$ cat config.mk
export PLATFORM = sky130hd
export DESIGN_NAME = soc_top
export DESIGN_NICKNAME = d
export VERILOG_FILES = /design/src/hw/soc_pkg.sv /design/src/hw/reset_pulse_gen.sv /design/src/hw/uart_core.sv /design/src/hw/uart_wb_bridge.sv /design/src/hw/soc_mem.sv /design/src/hw/soc_top.sv
export VERILOG_INCLUDE_DIRS = /design/src /design/src/hw
export SDC_FILE = /design/constraint.sdc
export NUM_CORES = 2
export LEC_CHECK = 0
export BUFFER_PORTS_ARGS = -buffer_cell sky130_fd_sc_hd__buf_2
export CAP_MARGIN = 20
export CORE_ASPECT_RATIO = 1.2
export CORE_MARGIN = 3
export CORE_UTILIZATION = 55
export CTS_CLUSTER_SIZE = 25
export DETAILED_ROUTE_END_ITERATION = 8
export PLACE_DENSITY = 0.73
export REMOVE_ABC_BUFFERS = 1
export SETUP_SLACK_MARGIN = 0.1
export SYNTH_ARGS = -nofsm -noshare
export SYNTH_HDL_FRONTEND = slang
export SYNTH_SLANG_ARGS = --single-unit
export TNS_END_PERCENT = 1
$ cat constraint.sdc
create_clock -name clk_i -period 3.25 [get_ports clk_i]
set_input_delay 0.1625 -clock clk_i [delete_from_list [all_inputs] [get_ports clk_i]]
set_output_delay 0.1625 -clock clk_i [all_outputs]
set_load 0.01 [all_outputs]
$ cat src/hw/soc_params.svh
`ifndef SOC_PARAMS_SVH
`define SOC_PARAMS_SVH

// bus widths
`define SOC_DATA_W 32
`define SOC_ADDR_W 8

// on-chip RAM, 64 words
`define SOC_MEM_AW 6

// word address of the trap control register
`define SOC_TRAP_ADDR 255

// clock cycles per UART bit
`define SOC_UART_DIV 8

// internal reset stretch after reset_i falls
`define SOC_RST_HOLD 16

// host protocol bytes
`define SOC_CMD_WRITE 8'h57
`define SOC_CMD_READ 8'h52
`define SOC_RSP_ACK 8'h4B

`endif

$ cat src/hw/soc_pkg.sv
`default_nettype none

`include "soc_params.svh"

package soc_pkg;

   typedef logic [`SOC_DATA_W-1:0] soc_data_t;
   typedef logic [`SOC_ADDR_W-1:0] soc_addr_t;
   typedef logic [7:0] soc_byte_t;

   // byte with a valid flag, used for both UART directions
   typedef struct packed {
      logic valid;
      soc_byte_t data;
   } byte_strm_t;

   // wishbone classic, master to slave
   typedef struct packed {
      logic cyc;
      logic stb;
      logic we;
      soc_addr_t adr;
      soc_data_t dat;
   } wb_m2s_t;

   // wishbone classic, slave to master
   typedef struct packed {
      logic ack;
      soc_data_t dat;
   } wb_s2m_t;

   typedef enum logic [2:0] {IDLE, ADDR, WDATA, BUS, RESP} bridge_state_t;

endpackage

`default_nettype wire

$ cat src/hw/reset_pulse_gen.sv
`timescale 1ns/100ps
`default_nettype none

`include "soc_params.svh"

module reset_pulse_gen (
   input  logic clk_i,
   input  logic reset_i,
   output logic rst_o
);

   localparam int CNT_W = $clog2(`SOC_RST_HOLD + 1);

   logic [CNT_W-1:0] hold_cnt;
   logic rst_q;
   logic hold_busy;

   // counter still running after reset_i went low
   assign hold_busy = (hold_cnt != '0);

   always_ff @(posedge clk_i) begin
      if (reset_i) begin
         // reload while the board reset is asserted
         hold_cnt <= CNT_W'(`SOC_RST_HOLD);
         rst_q <= 1'b1;
      end else begin
         if (hold_busy) begin
            hold_cnt <= hold_cnt - 1'b1;
         end
         rst_q <= hold_busy;
      end
   end

   assign rst_o = rst_q;

endmodule

`default_nettype wire

$ cat src/hw/uart_core.sv
`timescale 1ns/100ps
`default_nettype none

`include "soc_params.svh"

module uart_core (
   input  logic clk_i,
   input  logic reset_i,
   input  logic rxd_i,
   output logic txd_o,
   output soc_pkg::byte_strm_t rx_o,
   input  soc_pkg::byte_strm_t tx_i,
   output logic tx_ready_o
);

   localparam int DIV_W = $clog2(`SOC_UART_DIV);
   localparam logic [DIV_W-1:0] DIV_FULL = DIV_W'(`SOC_UART_DIV - 1);
   localparam logic [DIV_W-1:0] DIV_HALF = DIV_W'(`SOC_UART_DIV / 2 - 1);

   // receiver
   logic rx_meta;
   logic rx_s;
   logic rx_busy;
   logic [DIV_W-1:0] rx_div;
   logic [3:0] rx_bit;
   soc_pkg::soc_byte_t rx_shift;
   logic rx_valid;
   soc_pkg::soc_byte_t rx_data;

   // transmitter
   logic tx_busy;
   logic [DIV_W-1:0] tx_div;
   logic [3:0] tx_bit;
   logic [8:0] tx_shift;
   logic tx_line;

   // two-flop synchronizer, idle line is high
   always_ff @(posedge clk_i) begin
      if (reset_i) begin
         rx_meta <= 1'b1;
         rx_s <= 1'b1;
      end else begin
         rx_meta <= rxd_i;
         rx_s <= rx_meta;
      end
   end

   always_ff @(posedge clk_i) begin
      if (reset_i) begin
         rx_busy <= 1'b0;
         rx_valid <= 1'b0;
         rx_div <= '0;
         rx_bit <= '0;
      end else begin
         rx_valid <= 1'b0;
         if (!rx_busy) begin
            if (!rx_s) begin
               // start edge, first sample lands mid start bit
               rx_busy <= 1'b1;
               rx_div <= DIV_HALF;
               rx_bit <= '0;
            end
         end else if (rx_div != '0) begin
            rx_div <= rx_div - 1'b1;
         end else begin
            rx_div <= DIV_FULL;
            if (rx_bit == 4'd0) begin
               // glitch, line back high at mid start bit
               if (rx_s) begin
                  rx_busy <= 1'b0;
               end
               rx_bit <= 4'd1;
            end else if (rx_bit != 4'd9) begin
               rx_bit <= rx_bit + 1'b1;
            end else begin
               rx_busy <= 1'b0;
               // bad stop bit drops the frame
               rx_valid <= rx_s;
            end
         end
      end
   end

   // data bits arrive lsb first
   always_ff @(posedge clk_i) begin
      if (rx_busy && rx_div == '0 && rx_bit != 4'd0 && rx_bit != 4'd9) begin
         rx_shift <= {rx_s, rx_shift[7:1]};
      end
      if (rx_busy && rx_div == '0 && rx_bit == 4'd9) begin
         rx_data <= rx_shift;
      end
   end

   assign rx_o.valid = rx_valid;
   assign rx_o.data = rx_data;

   always_ff @(posedge clk_i) begin
      if (reset_i) begin
         tx_busy <= 1'b0;
         tx_line <= 1'b1;
         tx_div <= '0;
         tx_bit <= '0;
      end else if (!tx_busy) begin
         if (tx_i.valid) begin
            // start bit goes out right away
            tx_busy <= 1'b1;
            tx_line <= 1'b0;
            tx_div <= DIV_FULL;
            tx_bit <= '0;
         end
      end else if (tx_div != '0) begin
         tx_div <= tx_div - 1'b1;
      end else if (tx_bit == 4'd9) begin
         // end of stop bit
         tx_busy <= 1'b0;
      end else begin
         tx_line <= tx_shift[0];
         tx_div <= DIV_FULL;
         tx_bit <= tx_bit + 1'b1;
      end
   end

   // data bits then stop bit, shifted lsb first
   always_ff @(posedge clk_i) begin
      if (!tx_busy && tx_i.valid) begin
         tx_shift <= {1'b1, tx_i.data};
      end else if (tx_busy && tx_div == '0 && tx_bit != 4'd9) begin
         tx_shift <= {1'b1, tx_shift[8:1]};
      end
   end

   assign txd_o = tx_line;
   assign tx_ready_o = !tx_busy;

endmodule

`default_nettype wire

$ cat src/hw/uart_wb_bridge.sv
`timescale 1ns/100ps
`default_nettype none

`include "soc_params.svh"

module uart_wb_bridge (
   input  logic clk_i,
   input  logic reset_i,
   input  soc_pkg::byte_strm_t rx_i,
   output soc_pkg::byte_strm_t tx_o,
   input  logic tx_ready_i,
   output soc_pkg::wb_m2s_t wb_o,
   input  soc_pkg::wb_s2m_t wb_i
);

   soc_pkg::bridge_state_t state;
   logic is_write;
   soc_pkg::soc_addr_t addr;
   soc_pkg::soc_data_t wdata;
   soc_pkg::soc_data_t rdata;
   logic [1:0] byte_cnt;
   logic bus_req;
   logic tx_valid;
   logic tx_take;

   assign tx_take = tx_valid && tx_ready_i;

   always_ff @(posedge clk_i) begin
      if (reset_i) begin
         state <= soc_pkg::IDLE;
         bus_req <= 1'b0;
         tx_valid <= 1'b0;
         byte_cnt <= '0;
      end else begin
         case (state)
            soc_pkg::IDLE: begin
               // unknown command bytes are dropped here
               if (rx_i.valid && (rx_i.data == `SOC_CMD_WRITE ||
                                  rx_i.data == `SOC_CMD_READ)) begin
                  state <= soc_pkg::ADDR;
               end
            end
            soc_pkg::ADDR: begin
               if (rx_i.valid) begin
                  byte_cnt <= '0;
                  if (is_write) begin
                     state <= soc_pkg::WDATA;
                  end else begin
                     state <= soc_pkg::BUS;
                     bus_req <= 1'b1;
                  end
               end
            end
            soc_pkg::WDATA: begin
               if (rx_i.valid) begin
                  byte_cnt <= byte_cnt + 1'b1;
                  if (byte_cnt == 2'd3) begin
                     state <= soc_pkg::BUS;
                     bus_req <= 1'b1;
                  end
               end
            end
            soc_pkg::BUS: begin
               // cyc and stb drop in the cycle after ack
               if (wb_i.ack) begin
                  bus_req <= 1'b0;
                  tx_valid <= 1'b1;
                  byte_cnt <= '0;
                  state <= soc_pkg::RESP;
               end
            end
            soc_pkg::RESP: begin
               if (tx_take) begin
                  byte_cnt <= byte_cnt + 1'b1;
                  if (is_write || byte_cnt == 2'd3) begin
                     tx_valid <= 1'b0;
                     state <= soc_pkg::IDLE;
                  end
               end
            end
            default: begin
               state <= soc_pkg::IDLE;
            end
         endcase
      end
   end

   // payload registers
   always_ff @(posedge clk_i) begin
      if (state == soc_pkg::IDLE && rx_i.valid) begin
         is_write <= (rx_i.data == `SOC_CMD_WRITE);
      end
      if (state == soc_pkg::ADDR && rx_i.valid) begin
         addr <= rx_i.data;
      end
      // lsb first, so each byte enters at the top
      if (state == soc_pkg::WDATA && rx_i.valid) begin
         wdata <= {rx_i.data, wdata[`SOC_DATA_W-1:8]};
      end
      if (state == soc_pkg::BUS && wb_i.ack) begin
         rdata <= wb_i.dat;
      end else if (state == soc_pkg::RESP && tx_take) begin
         rdata <= rdata >> 8;
      end
   end

   assign tx_o.valid = tx_valid;
   assign tx_o.data = is_write ? `SOC_RSP_ACK : rdata[7:0];

   // adr, we and dat stay put for the whole bus cycle
   assign wb_o.cyc = bus_req;
   assign wb_o.stb = bus_req;
   assign wb_o.we = is_write;
   assign wb_o.adr = addr;
   assign wb_o.dat = wdata;

endmodule

`default_nettype wire

$ cat src/hw/soc_mem.sv
`timescale 1ns/100ps
`default_nettype none

`include "soc_params.svh"

module soc_mem (
   input  logic clk_i,
   input  logic reset_i,
   input  soc_pkg::wb_m2s_t wb_i,
   output soc_pkg::wb_s2m_t wb_o,
   output logic trap_o
);

   localparam int MEM_DEPTH = 1 << `SOC_MEM_AW;

   soc_pkg::soc_data_t ram [MEM_DEPTH];
   soc_pkg::soc_data_t rd_data;
   logic ack_q;
   logic trap_q;
   logic access;
   logic ram_sel;
   logic trap_sel;

   // new request, only once per cycle
   assign access = wb_i.cyc && wb_i.stb && !ack_q;

   // address decode
   assign ram_sel = (wb_i.adr[`SOC_ADDR_W-1:`SOC_MEM_AW] == '0);
   assign trap_sel = (wb_i.adr == soc_pkg::soc_addr_t'(`SOC_TRAP_ADDR));

   always_ff @(posedge clk_i) begin
      if (reset_i) begin
         ack_q <= 1'b0;
         trap_q <= 1'b0;
      end else begin
         ack_q <= access;
         if (access && wb_i.we && trap_sel) begin
            trap_q <= wb_i.dat[0];
         end
      end
   end

   always_ff @(posedge clk_i) begin
      if (access && wb_i.we && ram_sel) begin
         ram[wb_i.adr[`SOC_MEM_AW-1:0]] <= wb_i.dat;
      end
      if (access) begin
         if (ram_sel) begin
            rd_data <= ram[wb_i.adr[`SOC_MEM_AW-1:0]];
         end else if (trap_sel) begin
            rd_data <= {{(`SOC_DATA_W-1){1'b0}}, trap_q};
         end else begin
            // unmapped, reads as zero
            rd_data <= '0;
         end
      end
   end

   assign wb_o.ack = ack_q;
   assign wb_o.dat = rd_data;
   assign trap_o = trap_q;

endmodule

`default_nettype wire

$ cat src/hw/soc_top.sv
`timescale 1ns/100ps
`default_nettype none

module soc_top (
   input  logic clk_i,
   input  logic reset_i,
   input  logic rxd_i,
   output logic txd_o,
   output logic trap_o
);

   logic soc_rst;
   logic tx_ready;
   soc_pkg::byte_strm_t rx_strm;
   soc_pkg::byte_strm_t tx_strm;
   soc_pkg::wb_m2s_t wb_m2s;
   soc_pkg::wb_s2m_t wb_s2m;

   // stretched internal reset
   reset_pulse_gen reset_pulse0 (
      .clk_i  (clk_i),
      .reset_i(reset_i),
      .rst_o  (soc_rst)
   );

   uart_core uart0 (
      .clk_i     (clk_i),
      .reset_i   (soc_rst),
      .rxd_i     (rxd_i),
      .txd_o     (txd_o),
      .rx_o      (rx_strm),
      .tx_i      (tx_strm),
      .tx_ready_o(tx_ready)
   );

   // host bridge, only bus master
   uart_wb_bridge bridge0 (
      .clk_i     (clk_i),
      .reset_i   (soc_rst),
      .rx_i      (rx_strm),
      .tx_o      (tx_strm),
      .tx_ready_i(tx_ready),
      .wb_o      (wb_m2s),
      .wb_i      (wb_s2m)
   );

   soc_mem mem0 (
      .clk_i  (clk_i),
      .reset_i(soc_rst),
      .wb_i   (wb_m2s),
      .wb_o   (wb_s2m),
      .trap_o (trap_o)
   );

endmodule

`default_nettype wire

==> flow_metrics.tcl <==
set metrics [dict create \
    power_density_nw_per_um2 562 \
    vias_per_cell 6.61 \
    crit_fanout 16 \
    gp_congestion 0.892 \
    slew_violations 0 \
    maxSlewHeadroom 0.250 \
    ys_seq_area_frac 0.782 \
    synthArstFlopShare 0 \
    portBuffers 4 \
    fin_nets 4051 \
    rsz0062_at_grt "yes" \
    antenna_found_initial 6 \
    syn_to_final_growth_pct 15.0 \
    grt-ovfl-total 0 \
    cts_tree "yes" \
    routed_wl_mm 213 \
    final_common_cell "edfxtp_1" \
    grt_pass1_wl_mm 305 \
    ys_ff_latch 2218 \
    wl_met3_mm 21.3 \
    synth_top_area_cell "edfxtp_1" \
    drive_gt1_frac 0.317 \
    syn_area_sq_um 84600 \
    final_cell_mix "edfxtp_1 (2,177), mux4_2 (589), buf_4 (216)" \
    cts-root-buf "clkbuf_16" \
    hpwlAfterDp_mm 122 \
    syn_inst 3684 \
    utilization 0.637 \
    row_count 157 \
    max-vdd-ir-drop_mv 0.543 \
    status "finished, final reports clean" \
    hold_viol 0 \
    core_sq_um 153000 \
    instances_no_fill 6194 \
    avgSynthCellArea_sq_um 23.0 \
    cts_made_buffers 200 \
    multi_input_area_sq_um 18000 \
    wl_met1_mm 73.7 \
    die_h_um 436 \
    clockBufferDepth 3 \
    synthTopCellsByArea "edfxtp_1 (77%), mux4_2 (16%), mux2i_1 (0.98%), dfxtp_1 (0.97%), nand2_1 (0.69%)" \
    groute.usage.overall 0.274 \
    fin_area_sq_um 97300 \
    cp.arrival_ns 3.79 \
    critical-path-max-stage-delay_ns 0.55 \
    crit_buf_inv 3 \
    crit_slowest_cell "a211oi_4" \
    crit_chain "buf_4 > buf_12 > mux4_2 > mux4_2 > nor2b_1 > a211oi_4 > buf_4 > nor4_1" \
    end_kind "register" \
    cts_sinks 2218 \
    clock_latency_ns 0.87 \
    drv_cap 0 \
    critPathTopFamily "multiplexers" \
    clk_pin_slew_ns 0.06 \
    htreeDepth 4 \
    p_leak_nw 30.5 \
    fin_skew_ns 0.0524 \
    drtIter0Drc 5942 \
    highest_layer "met5" \
    fmax_mhz 314 \
    period_needed_ns 3.19 \
    grt_pass1_vias 41600 \
    wl_met2_mm 105 \
    crit_path_start_kind "register" \
    fillers 9563 \
    detail-route-antenna-nets 0 \
    regArea_sq_um 66200 \
    setup_violations 0 \
    grt_max_degree 66 \
    die_area_sq_um 159000 \
    max_slew.worst_pin.slew_ns 1.12 \
    wl_per_cell_um 34.3 \
    placed_cell_area_sq_um 90300 \
    synth_ff_type "edfxtp_1" \
    fin_crit_sh 0.981 \
    dp.cells 5805 \
    hp-class "input port to register" \
    via_count 41000 \
    start_util 0.554 \
    pin_count 5 \
    die_w_um 364 \
    synth_cell_types 56 \
    required_ns 3.85 \
    yosys.area.top_type_share 0.773 \
    yosysWarnings 0 \
    drc 0 \
    path_class "register to register" \
    dr.pass1.iters 7 \
    synth_edf_count 2177 \
]
-- report_power, final --
part           internal, mW  total [mW]  leakage (nW)  switching (mW)
Sequential             30.9        31.0          19.8          0.0379
Clock                  13.2        23.6          3.20            10.4
Combinational        0.0587       0.116          7.50          0.0575
Total                  44.2        54.7          30.5            10.5
-- per-stage QoR --
stage	hold WS, ns	TNS, ns	worst slack, ns	power [mW]
after floorplan	0.235	-606.54	-19.02	31.7
after global placement	0.349	-2.99	-0.537	31.7
after detailed placement	0.352	-2.99	-0.612	31.7
after CTS	0.0854	-0.0589	-0.0589	54.9
after global routing	0.115	0	0.0699	56.0
final	0.135	0	0.0631	54.7
-- area by class of cell --
class,instances,area share
repair buffers,335,0.0404
inverters,14,0.000540
multi-input cells,1267,0.185
flip-flops and latches,2218,0.681
diodes,1,0.0000257
clock buffers,233,0.0527
clock inverters,139,0.0150
well taps,1987,0.0256
-- cells in the mapped netlist, drive strengths merged (14+ instances only) --
cell type	instances
dfxtp	41
o21ai	27
mux4	589
o211ai	20
nor3	31
nand3	18
a22oi	22
mux2	27
inv	14
mux2i	83
o22ai	14
buf	130
nor2	116
edfxtp	2177
clkbuf	55
a21oi	29
nand2	155
-- worst paths after layout --
kind	startpoint	to	slack [ns]	cells after the start
worst max-delay path	register	mem0.rd_data[9]	0.06	8
worst min-delay path	reset_i	reset_pulse0.hold_cnt[0]	0.13	3
worst max register to register	register	mem0.rd_data[9]	0.06	8
worst min register to register	uart0.rx_meta	uart0.rx_s	0.42	1
-- flip-flops by register name (all words and copies together) (netlist names), 5 cells and up, named ones only --
register / count
bridge0.rdata: 32
bridge0.addr: 8
reset_pulse0.hold_cnt: 5
uart0.rx_data: 8
bridge0.wdata: 32
mem0.ram: 2048
uart0.tx_shift: 8
uart0.rx_shift: 8
mem0.rd_data: 32
-- timing repair --
item                                   4_1_cts  5_1_grt
gates resized for setup                     15        2
buffers inserted                             1       10
hold buffers                                 3        0
endpoints found under the hold margin        7        0
pin swaps                                    1        1
setup endpoints to repair                   16       13
-- logic make-up after synthesis --
group                    after synthesis  share of synthesized area
AO/OA/AOI/OAI                        147                     0.0113
buffers and inverters                199                     0.0120
XOR/XNOR                               7                   0.000725
multiplexers                         699                      0.170
flip-flops                          2218                      0.782
AND/OR/NAND/NOR                      402                     0.0215
adder cells (fa/ha/maj)               12                    0.00177
-- worst register-to-register path: stages, from the launching register on --
cell and delay (ns):
dfxtp_4 0.50, buf_4 0.19, buf_12 0.18, mux4_2 0.54, mux4_2 0.54, nor2b_1 0.19
a211oi_4 0.55, buf_4 0.22, nor4_1 0.05
-- metal layers --
layer / GRT usage / vias up
li1: - / 16300
met1: 0.360 / 21500
met2: 0.439 / 2604
met3: 0.0592 / 551
met4: 0.136 / 6
met5: 0 / -
Power figures use the tool's default switching activity.
